[config.mk]
export PLATFORM = sky130hd
export DESIGN_NAME = aluExecUnit
export DESIGN_NICKNAME = d
export VERILOG_FILES = /design/src/hdl/aluPkg.sv /design/src/hdl/aluCore.sv /design/src/hdl/aluExecUnit.sv /design/src/hdl/operandDecode.sv /design/src/hdl/resultQueue.sv /design/src/hdl/wbCmdPort.sv
export SDC_FILE = /design/constraint.sdc
export NUM_CORES = 1
export LEC_CHECK = 0
export BUFFER_PORTS_ARGS = -buffer_cell sky130_fd_sc_hd__buf_2
export CAP_MARGIN = 30
export CORE_ASPECT_RATIO = 1.2
export CORE_MARGIN = 5
export CORE_UTILIZATION = 31
export CTS_BUF_LIST = sky130_fd_sc_hd__clkbuf_4 sky130_fd_sc_hd__clkbuf_8 sky130_fd_sc_hd__clkbuf_16
export DETAILED_ROUTE_END_ITERATION = 8
export PLACE_DENSITY = 0.46
export SYNTH_ARGS = -nofsm -noshare
export SYNTH_HDL_FRONTEND = slang
export SYNTH_HIERARCHICAL = 1
export SYNTH_SLANG_ARGS = --single-unit
[constraint.sdc]
create_clock -name clk -period 10.6 [get_ports clk]
set_input_delay 1.06 -clock clk [delete_from_list [all_inputs] [get_ports clk]]
set_output_delay 1.06 -clock clk [all_outputs]
set_load 0.03 [all_outputs]
[src/hdl/aluPkg.sv]
`default_nettype none

package aluPkg;

	localparam int dataWidth = 16; // Fixed by the ISA

	// Major opcode, instr[15:11]
	typedef enum logic [4:0] {
		opHalt  = 5'b00000,
		opNop   = 5'b00001,
		opSiic  = 5'b00010,
		opRti   = 5'b00011,
		opJ     = 5'b00100,
		opJr    = 5'b00101,
		opJal   = 5'b00110,
		opJalr  = 5'b00111,
		opAddi  = 5'b01000,
		opSubi  = 5'b01001,
		opOri   = 5'b01010,
		opAndi  = 5'b01011,
		opBeqz  = 5'b01100,
		opBnez  = 5'b01101,
		opRet   = 5'b01110,
		opBltz  = 5'b01111,
		opSt    = 5'b10000,
		opLd    = 5'b10001,
		opSlbi  = 5'b10010,
		opStu   = 5'b10011,
		opRoli  = 5'b10100,
		opSlli  = 5'b10101,
		opRori  = 5'b10110,
		opSrai  = 5'b10111,
		opLbi   = 5'b11000,
		opBtr   = 5'b11001,
		opShift = 5'b11010, // Funct in instr[1:0]
		opArith = 5'b11011, // Funct in instr[1:0]
		opSeq   = 5'b11100,
		opSlt   = 5'b11101,
		opSle   = 5'b11110,
		opSco   = 5'b11111
	} majorOpE;

	typedef enum logic [3:0] {
		fnAdd, fnSub, fnOr, fnAnd,
		fnRol, fnSll, fnRor, fnSra,
		fnSeq, fnSlt, fnSle, fnSco,
		fnBtr, fnSlbi, fnPassB
	} aluFnE;

endpackage

`default_nettype wire

[src/hdl/aluCore.sv]
`timescale 1ns/1ps
`default_nettype none

module aluCore import aluPkg::*; (
	input  wire                  clk,
	input  wire                  arstN,
	input  wire                  issue,
	input  wire  [dataWidth-1:0] opA,
	input  wire  [dataWidth-1:0] opB,
	input  wire  aluFnE          aluFn,
	output logic [dataWidth-1:0] result,
	output logic                 resultValid
);

	logic [dataWidth-1:0]   aluOut;
	logic [dataWidth:0]     sum; // Top bit is carry out
	logic [3:0]             shAmt;
	logic [2*dataWidth-1:0] rotL; // Upper half is A rotated left
	logic [2*dataWidth-1:0] rotR; // Lower half is A rotated right

	assign sum   = {1'b0, opA} + {1'b0, opB};
	assign shAmt = opB[3:0];
	assign rotL  = {opA, opA} << shAmt;
	assign rotR  = {opA, opA} >> shAmt;

	always_comb begin
		aluOut = opB;
		case (aluFn)
			fnAdd:  aluOut = sum[dataWidth-1:0];
			fnSub:  aluOut = opB - opA; // WISC subtracts Rs from the other operand
			fnOr:   aluOut = opA | opB;
			fnAnd:  aluOut = opA & opB;
			fnRol:  aluOut = rotL[2*dataWidth-1:dataWidth];
			fnSll:  aluOut = opA << shAmt;
			fnRor:  aluOut = rotR[dataWidth-1:0];
			fnSra:  aluOut = $signed(opA) >>> shAmt;
			fnSeq:  aluOut = {{(dataWidth-1){1'b0}}, opA == opB};
			fnSlt:  aluOut = {{(dataWidth-1){1'b0}}, $signed(opA) < $signed(opB)};
			fnSle:  aluOut = {{(dataWidth-1){1'b0}}, $signed(opA) <= $signed(opB)};
			fnSco:  aluOut = {{(dataWidth-1){1'b0}}, sum[dataWidth]};
			fnBtr: begin
				for (int i = 0; i < dataWidth; i++) begin
					aluOut[i] = opA[dataWidth-1-i]; // Mirror bits
				end
			end
			fnSlbi: aluOut = (opA << 8) | opB;
			default: aluOut = opB; // fnPassB
		endcase
	end

	always_ff @(posedge clk or negedge arstN) begin
		if (!arstN) begin
			resultValid <= 1'b0;
		end else begin
			resultValid <= issue; // One cycle behind issue
		end
	end

	always_ff @(posedge clk) begin
		if (issue) begin
			result <= aluOut;
		end
	end

endmodule

`default_nettype wire

[src/hdl/aluExecUnit.sv]
`timescale 1ns/1ps
`default_nettype none

module aluExecUnit import aluPkg::*; #(
	parameter int queueDepth = 4 // Result slots
) (
	input  wire                  clk,
	input  wire                  arstN,
	input  wire                  cyc,
	input  wire                  stb,
	input  wire                  we,
	input  wire  [1:0]           adr,
	input  wire  [dataWidth-1:0] datIn,
	output logic [dataWidth-1:0] datOut,
	output logic                 ack,
	output logic                 err
);

	logic [dataWidth-1:0] instr;
	logic [dataWidth-1:0] rsVal;
	logic [dataWidth-1:0] rtVal;
	logic [dataWidth-1:0] opA;
	logic [dataWidth-1:0] opB;
	aluFnE                aluFn;
	logic                 launch; // Also the ALU issue strobe
	logic                 pop;
	logic [dataWidth-1:0] result;
	logic                 resultValid;
	logic                 full;
	logic                 empty;
	logic [dataWidth-1:0] count;
	logic [dataWidth-1:0] headData;

	wbCmdPort cmdPort (
		.clk, .arstN, .cyc, .stb, .we, .adr, .datIn,
		.full, .empty, .count, .headData,
		.datOut, .ack, .err, .instr, .rsVal, .rtVal, .launch, .pop
	);

	operandDecode decode (.instr, .rsVal, .rtVal, .opA, .opB, .aluFn);

	aluCore alu (
		.clk, .arstN, .issue(launch), .opA, .opB, .aluFn,
		.result, .resultValid
	);

	resultQueue #(.queueDepth(queueDepth)) queue (
		.clk, .arstN, .launch, .resultValid, .result, .pop,
		.full, .empty, .count, .headData
	);

endmodule

`default_nettype wire

[src/hdl/operandDecode.sv]
`timescale 1ns/1ps
`default_nettype none

module operandDecode import aluPkg::*; (
	input  wire  [dataWidth-1:0] instr,
	input  wire  [dataWidth-1:0] rsVal,
	input  wire  [dataWidth-1:0] rtVal,
	output logic [dataWidth-1:0] opA,
	output logic [dataWidth-1:0] opB,
	output aluFnE                aluFn
);

	majorOpE              op;
	logic [dataWidth-1:0] immS5; // Sign extended 5-bit immediate
	logic [dataWidth-1:0] immZ5;
	logic [dataWidth-1:0] immS8;
	logic [dataWidth-1:0] immZ8;
	logic [dataWidth-1:0] dispS11; // Jump displacement

	assign op      = majorOpE'(instr[15:11]);
	assign opA     = rsVal; // SLBI too, ALU does the shift
	assign immS5   = {{(dataWidth-5){instr[4]}}, instr[4:0]};
	assign immZ5   = {{(dataWidth-5){1'b0}}, instr[4:0]};
	assign immS8   = {{(dataWidth-8){instr[7]}}, instr[7:0]};
	assign immZ8   = {{(dataWidth-8){1'b0}}, instr[7:0]};
	assign dispS11 = {{(dataWidth-11){instr[10]}}, instr[10:0]};

	always_comb begin
		opB   = {{(dataWidth-1){1'b0}}, 1'b1}; // Undefined codes get 1
		aluFn = fnPassB;
		case (op)
			opArith: begin
				opB = rtVal;
				case (instr[1:0])
					2'b00: aluFn = fnAdd;
					2'b01: aluFn = fnSub;
					2'b10: aluFn = fnOr;
					2'b11: aluFn = fnAnd;
				endcase
			end
			opShift: begin
				opB = rtVal;
				case (instr[1:0])
					2'b00: aluFn = fnRol;
					2'b01: aluFn = fnSll;
					2'b10: aluFn = fnRor;
					2'b11: aluFn = fnSra;
				endcase
			end
			opSeq, opSlt, opSle, opSco: begin
				opB   = rtVal;
				aluFn = aluFnE'({2'b10, instr[12:11]}); // fnSeq..fnSco in opcode order
			end
			opAddi, opSt, opLd, opStu: begin
				opB   = immS5; // Address or sum offset
				aluFn = fnAdd;
			end
			opSubi: begin
				opB   = immS5;
				aluFn = fnSub;
			end
			opOri: begin
				opB   = immZ5;
				aluFn = fnOr;
			end
			opAndi: begin
				opB   = immZ5;
				aluFn = fnAnd;
			end
			opRoli, opSlli, opRori, opSrai: begin
				opB   = immZ5;
				aluFn = aluFnE'({2'b01, instr[12:11]}); // fnRol..fnSra
			end
			opBeqz, opBnez, opBltz, opLbi: opB = immS8; // Passed through
			opJr, opJalr: begin
				opB   = immS8; // Rs plus offset
				aluFn = fnAdd;
			end
			opSlbi: begin
				opB   = immZ8;
				aluFn = fnSlbi;
			end
			opJ, opJal: opB = dispS11;
			opBtr: aluFn = fnBtr; // opB stays 1, unused
			opRet: opB = rtVal;
			opHalt, opNop, opSiic, opRti: opB = '0;
			default: ; // Undefined
		endcase
	end

endmodule

`default_nettype wire

[src/hdl/resultQueue.sv]
`timescale 1ns/1ps
`default_nettype none

module resultQueue import aluPkg::*; #(
	parameter int queueDepth = 4
) (
	input  wire                  clk,
	input  wire                  arstN,
	input  wire                  launch,
	input  wire                  resultValid,
	input  wire  [dataWidth-1:0] result,
	input  wire                  pop,
	output logic                 full,
	output logic                 empty,
	output logic [dataWidth-1:0] count,
	output logic [dataWidth-1:0] headData
);

	localparam int ptrW = $clog2(queueDepth);
	localparam int cntW = $clog2(queueDepth + 1);
	localparam logic [cntW-1:0] depthC   = cntW'(queueDepth);
	localparam logic [ptrW-1:0] lastSlot = ptrW'(queueDepth - 1);

	logic [dataWidth-1:0] mem [queueDepth];
	logic [ptrW-1:0]      wrPtr;
	logic [ptrW-1:0]      rdPtr;
	logic [cntW-1:0]      reserved; // Stored plus in flight
	logic [cntW-1:0]      stored;

	assign full     = (reserved == depthC);
	assign empty    = (stored == '0);
	assign count    = dataWidth'(stored);
	assign headData = mem[rdPtr];

	always_ff @(posedge clk or negedge arstN) begin
		if (!arstN) begin
			wrPtr    <= '0;
			rdPtr    <= '0;
			reserved <= '0;
			stored   <= '0;
		end else begin
			if (resultValid) begin
				wrPtr <= (wrPtr == lastSlot) ? '0 : wrPtr + 1'b1; // Wrap at depth
			end
			if (pop) begin
				rdPtr <= (rdPtr == lastSlot) ? '0 : rdPtr + 1'b1;
			end
			if (launch && !pop) reserved <= reserved + 1'b1;
			else if (pop && !launch) reserved <= reserved - 1'b1;
			if (resultValid && !pop) stored <= stored + 1'b1;
			else if (pop && !resultValid) stored <= stored - 1'b1;
		end
	end

	always_ff @(posedge clk) begin
		if (resultValid) begin
			mem[wrPtr] <= result;
		end
	end

	// Reservation must keep every in-flight result in a free slot
	noOverflow: assert property (@(posedge clk) disable iff (!arstN)
		resultValid |-> stored != depthC);
	noUnderflow: assert property (@(posedge clk) disable iff (!arstN) pop |-> !empty);

endmodule

`default_nettype wire

[src/hdl/wbCmdPort.sv]
`timescale 1ns/1ps
`default_nettype none

module wbCmdPort import aluPkg::*; (
	input  wire                  clk,
	input  wire                  arstN,
	input  wire                  cyc,
	input  wire                  stb,
	input  wire                  we,
	input  wire  [1:0]           adr,
	input  wire  [dataWidth-1:0] datIn,
	input  wire                  full,
	input  wire                  empty,
	input  wire  [dataWidth-1:0] count,
	input  wire  [dataWidth-1:0] headData,
	output logic [dataWidth-1:0] datOut,
	output logic                 ack,
	output logic                 err,
	output logic [dataWidth-1:0] instr,
	output logic [dataWidth-1:0] rsVal,
	output logic [dataWidth-1:0] rtVal,
	output logic                 launch,
	output logic                 pop
);

	logic cmdSeen; // Cycle pending, not yet answered
	logic wrCmd;
	logic rdCmd;
	logic instrStall; // Instruction write held off by full queue

	assign cmdSeen    = cyc && stb && !ack && !err;
	assign wrCmd      = cmdSeen && we;
	assign rdCmd      = cmdSeen && !we;
	assign instrStall = wrCmd && (adr == 2'd2) && full;

	always_ff @(posedge clk or negedge arstN) begin
		if (!arstN) begin
			ack    <= 1'b0;
			err    <= 1'b0;
			launch <= 1'b0;
			pop    <= 1'b0;
		end else begin
			ack    <= (wrCmd && !instrStall) || (rdCmd && !(adr == 2'd3 && empty));
			err    <= rdCmd && (adr == 2'd3) && empty; // Pop on empty queue
			launch <= wrCmd && (adr == 2'd2) && !full;
			pop    <= rdCmd && (adr == 2'd3) && !empty;
		end
	end

	// Operand, instruction and read data registers
	always_ff @(posedge clk) begin
		if (wrCmd) begin
			case (adr)
				2'd0: rsVal <= datIn;
				2'd1: rtVal <= datIn;
				2'd2: if (!full) instr <= datIn; // Captured on the ack edge
				default: ; // Ignored write
			endcase
		end
		if (rdCmd) begin
			case (adr)
				2'd0:    datOut <= count; // Results waiting
				2'd3:    datOut <= headData;
				default: datOut <= '0;
			endcase
		end
	end

	ackErrExclusive: assert property (@(posedge clk) disable iff (!arstN) !(ack && err));
	respNeedsStb: assert property (@(posedge clk) disable iff (!arstN)
		(ack || err) |-> $past(cyc && stb));

endmodule

`default_nettype wire
# Word-level counts from Yosys, hierarchy flattened
# Memory sizes are Yosys's and may differ from the RTL's.
# Index checks and enable logic that the tools add are counted.
# word_totals
ff_bits	95
latchBits	0
mem_bits_rw	64
romBits	0
input_bits	23
output_inout_bits	18
elab_cells	149
n_memories	1
# memory_table
name	depth	word_bits	rd	rd_ports_with_merged_regs	wr	line_no	text
queue.mem	4	16	1	0	1	resultQueue.sv:24	logic [dataWidth-1:0] mem [queueDepth];
# op_classes
n_addsub	8
n_mul	0
div_mod_pow	0
order_cmp	2
eq_ne	54
shifts	4
muxes	14
bitwise	4
reduce_logical	48
# op_table
op	count
16-bit one-hot mux with 14 select lines	1
16-bit one-hot mux with 7 select lines	1
5-bit == test (second input constant)	16
5-bit by 4-bit == test with 1-bit output (second input constant)	8
4-bit one-hot mux with 10 select lines	1
16-bit OR	2
16-bit one-hot mux with 2 select lines	1
4-bit one-hot mux with 4 select lines	2
32-bit by 4-bit left shift with 32-bit output	1
32-bit by 4-bit right shift with 16-bit output	1
4-bit == test (second input constant)	6
5-bit by 3-bit == test with 1-bit output (second input constant)	4
1-bit logical AND	18
6-bit OR reduction	3
16-bit by 16-bit adder with 17-bit output	1
16-bit bitwise AND	1
16-bit == test	1
4-bit by 3-bit == test with 1-bit output (second input constant)	4
16-bit less-or-equal comparator	1
16-bit less-than comparator	1
16-bit by 4-bit left shift with 16-bit output	1
16-bit by 4-bit >>> shifter with 16-bit output	1
16-bit subtractor	1
2-bit == test (second input constant)	6
26 further kinds	51

# Longest topological paths before layout
# logic_depth
ltp_word	9
ltp_mapped	18
ltp_nobuf	14

# Hierarchy
# The synthesis kept the hierarchy.
# by_module_without_submodules
mod	n_inst	cells_per_inst	area_each_um2	seq_area_each_um2
aluCore	1	827	6043.3	505.5
resultQueue	1	146	3019.1	2172.1
wbCmdPort	1	125	2452.4	2021.9
operandDecode	1	98	729.4	0.0

# Worst setup path after synthesis
# Ideal clock, no wire load.
# synth_timing
path_type	reg-to-reg
from	register cmdPort.instr[15]
to	register alu.result[9], data pin
setup_time_ns	0.261
arrival_ns	3.841
t_required_ns	10.339
path_slack_ns	6.498
path_stages_with_launch	16
n_path_buf	3
period_less_slack_ns	4.102
cell_sequence	edfxtp_1 -> buf_6 -> or3_1 -> o221a_2 -> a22o_1 -> inv_2 -> buf_2 -> buf_1 -> ha_1 -> nor3_2 -> nor3_1 -> o21ba_2 -> o31a_1 -> a221oi_1 -> a21oi_1 -> o32a_1
# synth_via
elab_chain_len	5
elab_cells_between_ends	67
classes_between	add/sub: 2; eq/ne: 44; shift: 4; mux: 3; bitwise: 3; reduce/logical: 11
# synth_lines
element	line_no	text
start, declared	wbCmdPort.sv:19	output logic [dataWidth-1:0] instr,
start signal, assigned	wbCmdPort.sv:56	2'd2: if (!full) instr <= datIn;
5-bit by 4-bit == test with 1-bit output, or another cell as far along	operandDecode.sv:31	case (op)
7-bit OR reduction (no line), or another cell as far along	n/a	
16-bit one-hot mux with 7 select lines (*)	operandDecode.sv:31	
net opB[1]	aluExecUnit.sv:23	logic [dataWidth-1:0] opB;
16-bit subtractor, or another cell as far along	aluCore.sv:30	fnSub: aluOut = opB - opA;
16-bit one-hot mux with 14 select lines (*)	aluCore.sv:28	case (aluFn)
net alu.aluOut[9]	aluCore.sv:15	logic [dataWidth-1:0] aluOut;
end signal, assigned	aluCore.sv:61	result <= aluOut;
end, declared	aluCore.sv:11	output logic [dataWidth-1:0] result,
# The timed path passes the listed nets; every way through them passes the cells marked *.
# A chain may end at the register's enable or synchronous reset.

# Worst setup path after layout
# layout_timing
from	register cmdPort.instr[13]
to	register alu.result[10], data pin
# Same word-level chain as after synthesis.

==> summary.txt <==
Yosys
  • Area contributors post-synth: edfxtp_1, ha_1, nor2_1
  • Post-synth ARST share: 9.43%
  • Netlist cell types: 98
  • Top flip-flop cell by instance count after synthesis: edfxtp_1
  • Syn avg cell area: 10.2 um2
  • Sequential share of the synthesized area: 38.4%
  • Post-synth top area share: 35.3%
  • Synthesized netlist cell count: 1196
  • Count of flip-flops with a built-in enable after synthesis: 144
  • Most frequent cells after synthesis: edfxtp_1, nor2_1, a21oi_1, ha_1, nand2_1
  • Cell accounting for the most synthesized area: edfxtp_1
  • Yosys warning count: 6
  • Most repeated cell in the gate-level netlist after synthesis: edfxtp_1
  • Post-synthesis sequential element count: 159
  • Cell area after technology mapping: 12200 um2

Clock tree
  • Post-CTS sizing: 0
  • Cell at the root of the clock tree: clkbuf_16
  • Clock transition at the register clock pins on the worst setup and hold paths after CTS: 0.07 ns
  • Hold-fix buffers, CTS: 0
  • Clock network latency to the later pin of the worst-skew pair: 0.44 ns
  • Number of buffers inserted during clock tree synthesis: 17
  • TritonCTS clock tree: done
  • H-Tree Level Count: 4
  • TritonCTS Sinks: 159
  • Post-CTS Repair Setup Buffers: 0
  • Clock tree buffer depth: 2

Power
  • Maximum VDD drop: 0.120 mV
  • Pwr per Cell Area: 128 nW/um2
  • Total power: 1.70 mW
  • Static leakage: 4.93 nW

Timing
  • Fin Setup TNS: 0 ns
  • Min cycle time layout: 5.36 ns
  • Unrepaired setup endpoints after global routing: false
  • Peak Freq: 187 MHz
  • Final hold vios: 0
  • Total count of max-transition violations in the final report: 0
  • Final setup fails: 0
  • Slew @ Worst Pin: 0.967 ns
  • Worst rel slew slack: 35.0%
  • Post-route fraction of the period consumed by the critical path: 50.5%
  • WHS: 0.468 ns
  • Setup clock skew after layout: 0.0131 ns

Route
  • Average detailed-routed wire length per instance: 24.8 um
  • Remaining routing DRC violations: 0
  • First drt pass iteration count: 5
  • Via count: 9774
  • Via count normalized by instance count: 5.72
  • Number of design-rule violations left by the first detailed-router iteration: 776
  • Antenna-violating nets left: 0
  • Wire length after detailed routing: 42500 um

Cells and area
  • Post-layout util: 34.1%
  • Number of inserted filler cells in the final layout: 4015
  • Cell area after layout: 13300 um2
  • Layout cell share with drive strength beyond 1: 14.9%
  • Final #Nets: 1273
  • Antenna diodes: 0
  • Synth-to-layout area growth: 8.54%

Floorplan
  • I/O pin cnt: 41
  • Overall die area: 43600 um2
  • Placeable Area: 38900 um2
  • DIE HEIGHT: 228 um
  • Die X: 191 um
  • Starting density of the core: 31.4%
  • Placement Rows: 79

Critical path
  • CP Launch Type: flop
  • Critical path's slowest cell: edfxtp_1
  • Type of destination of the critical path: flop
  • Sequence of cells on the critical path: nor2b_1 > o21ai_2 > a21oi_4 > a21o_2 > buf_4 > inv_1 > ha_1 > fa_1 > nor2_1 > o221ai_1 > a31oi_1 > a221oi_1 > xnor2_1 > o22ai_1 > o22a_1
  • CP Data Required Time: 10.78 ns
  • Largest stage delay, worst path: 0.77 ns
  • CP delay by family, top: compound AO/OA/AOI/OAI gates
  • Peak fanout along the critical path: 30
  • Signal arrival time at the worst endpoint: 5.54 ns
  • Sum of buffers and inverters on the critical path: 2
  • Start-to-end type of the worst setup path: reg2reg

GRT
  • Wire length of the first global-routing pass: 63500 um
  • GR Overflow Total: 0
  • Initial antenna violation count: 0
  • Vias in the first global route: 9708
  • Pin count of the biggest net entering global routing: 65
  • Overall fraction of global-route tracks in use: 19.2%

Placed design
  • Placed cell areas: 12600 um2
  • Post-detail-place hpwl: 31700 um
  • Count of input and output buffers: 40
  • Placer's final routability congestion estimate: 0.957

Min path
  • Worst min-delay path class: reg2reg

Flow run
  • Max-cap viol count: 0

Status
  • Outcome: finished, final reports clean
[report_power, final]
group / switching, mW / internal [mW]
clock network: 0.278 / 0.383
registers: 0.0411 / 0.709
logic: 0.157 / 0.136
total: 0.476 / 1.23
[final timing paths]
| kind | startpoint | endpoint | slack (ns) | cells after the start |
|---|---|---|---|---|
| max | cmdPort/instr[13]$_DFFE_PP_ | alu/result[10]$_DFFE_PP_ | 5.24 | 15 |
| min | queue/reserved[2]$_DFFE_PN0P_ | queue/reserved[2]$_DFFE_PN0P_ | 0.47 | 1 |
| max reg2reg | cmdPort/instr[13]$_DFFE_PP_ | alu/result[10]$_DFFE_PP_ | 5.24 | 15 |
| min reg2reg | queue/reserved[2]$_DFFE_PN0P_ | queue/reserved[2]$_DFFE_PN0P_ | 0.47 | 1 |
| max in group asynchronous | arstN | queue/reserved[0]$_DFFE_PN0P_ | 9.81 | 1 |
| min in group asynchronous | arstN | cmdPort/launch$_DFF_PN0_ | 0.52 | 1 |
[flip-flops by register name (all words and copies together), names as in the netlist]
register and cells:
alu/resultValid 1, cmdPort/err 1, queue/mem 64, cmdPort/ack 1
queue/stored 3, alu/result 16, cmdPort/pop 1, cmdPort/rsVal 16
cmdPort/rtVal 16, queue/wrPtr 2, cmdPort/datOut 16, queue/rdPtr 2
cmdPort/launch 1, cmdPort/instr 16, queue/reserved 3
[placed cells by master (no fill, tap or decap), types with 13 or more instances in the layout]
cell,n
clkbuf_16,18
nand3_1,17
a21o_1,16
edfxtp_1,144
a31oi_1,15
nor2_1,125
buf_4,15
o22ai_1,24
buf_2,41
ha_1,75
o21ai_0,39
inv_1,51
conb_1,13
dfrtp_1,15
a22oi_1,13
mux2i_1,43
a211oi_1,15
nor3_1,23
nor2b_1,14
mux2_2,16
nand2_1,75
a21oi_1,76
mux4_2,18
[cell type report]
cell class                 instances  area (um2)  share of cell area [%]
multi-input combinational        877        6650                    50.1
timing repair buffer              60         425                    3.20
inverter                          56         210                    1.58
tap                              526         658                    4.95
clock buffer                      17         425                    3.20
clock inverter                    15         219                    1.65
sequential                       159        4700                    35.4
[logic make-up after synthesis]
| family | after synthesis | share of synthesized area, % |
|---|---|---|
| fa+ha+maj | 79 | 8.32 |
| buf+inv | 172 | 7.83 |
| compound gates | 336 | 19.4 |
| flops | 159 | 38.4 |
| xor+xnor | 19 | 1.36 |
| simple gates | 335 | 13.5 |
| mux | 95 | 11.2 |
| other cells | 1 | 0.0306 |
[worst reg2reg max path: stages, from the launching register on]
cell and delay, ns:
edfxtp_1 0.77, nor2b_1 0.24, o21ai_2 0.09, a21oi_4 0.42, a21o_2 0.69, buf_4 0.53, inv_1 0.27, ha_1 0.33
fa_1 0.45, nor2_1 0.15, o221ai_1 0.25, a31oi_1 0.33, a221oi_1 0.13, xnor2_1 0.15, o22ai_1 0.10, o22a_1 0.20
[per-stage QoR]
stage                     setup slack, ns  cells
final                                5.24   1710
after global routing                 4.86   1710
after CTS                            5.30   1709
after detailed placement             5.32   1677
after global placement               5.38   1673
after floorplan                      6.50   1208
[per-layer routing]
layer | track usage (%) | up-vias | share of wire [%]
met5 | 0 | - | 0
met4 | 10.1 | 0 | 5.7
met3 | 2.83 | 126 | 4.7
met2 | 32.1 | 391 | 49
met1 | 23.9 | 4835 | 41
li1 | - | 4422 | -
Power figures use the tool's default switching activity.
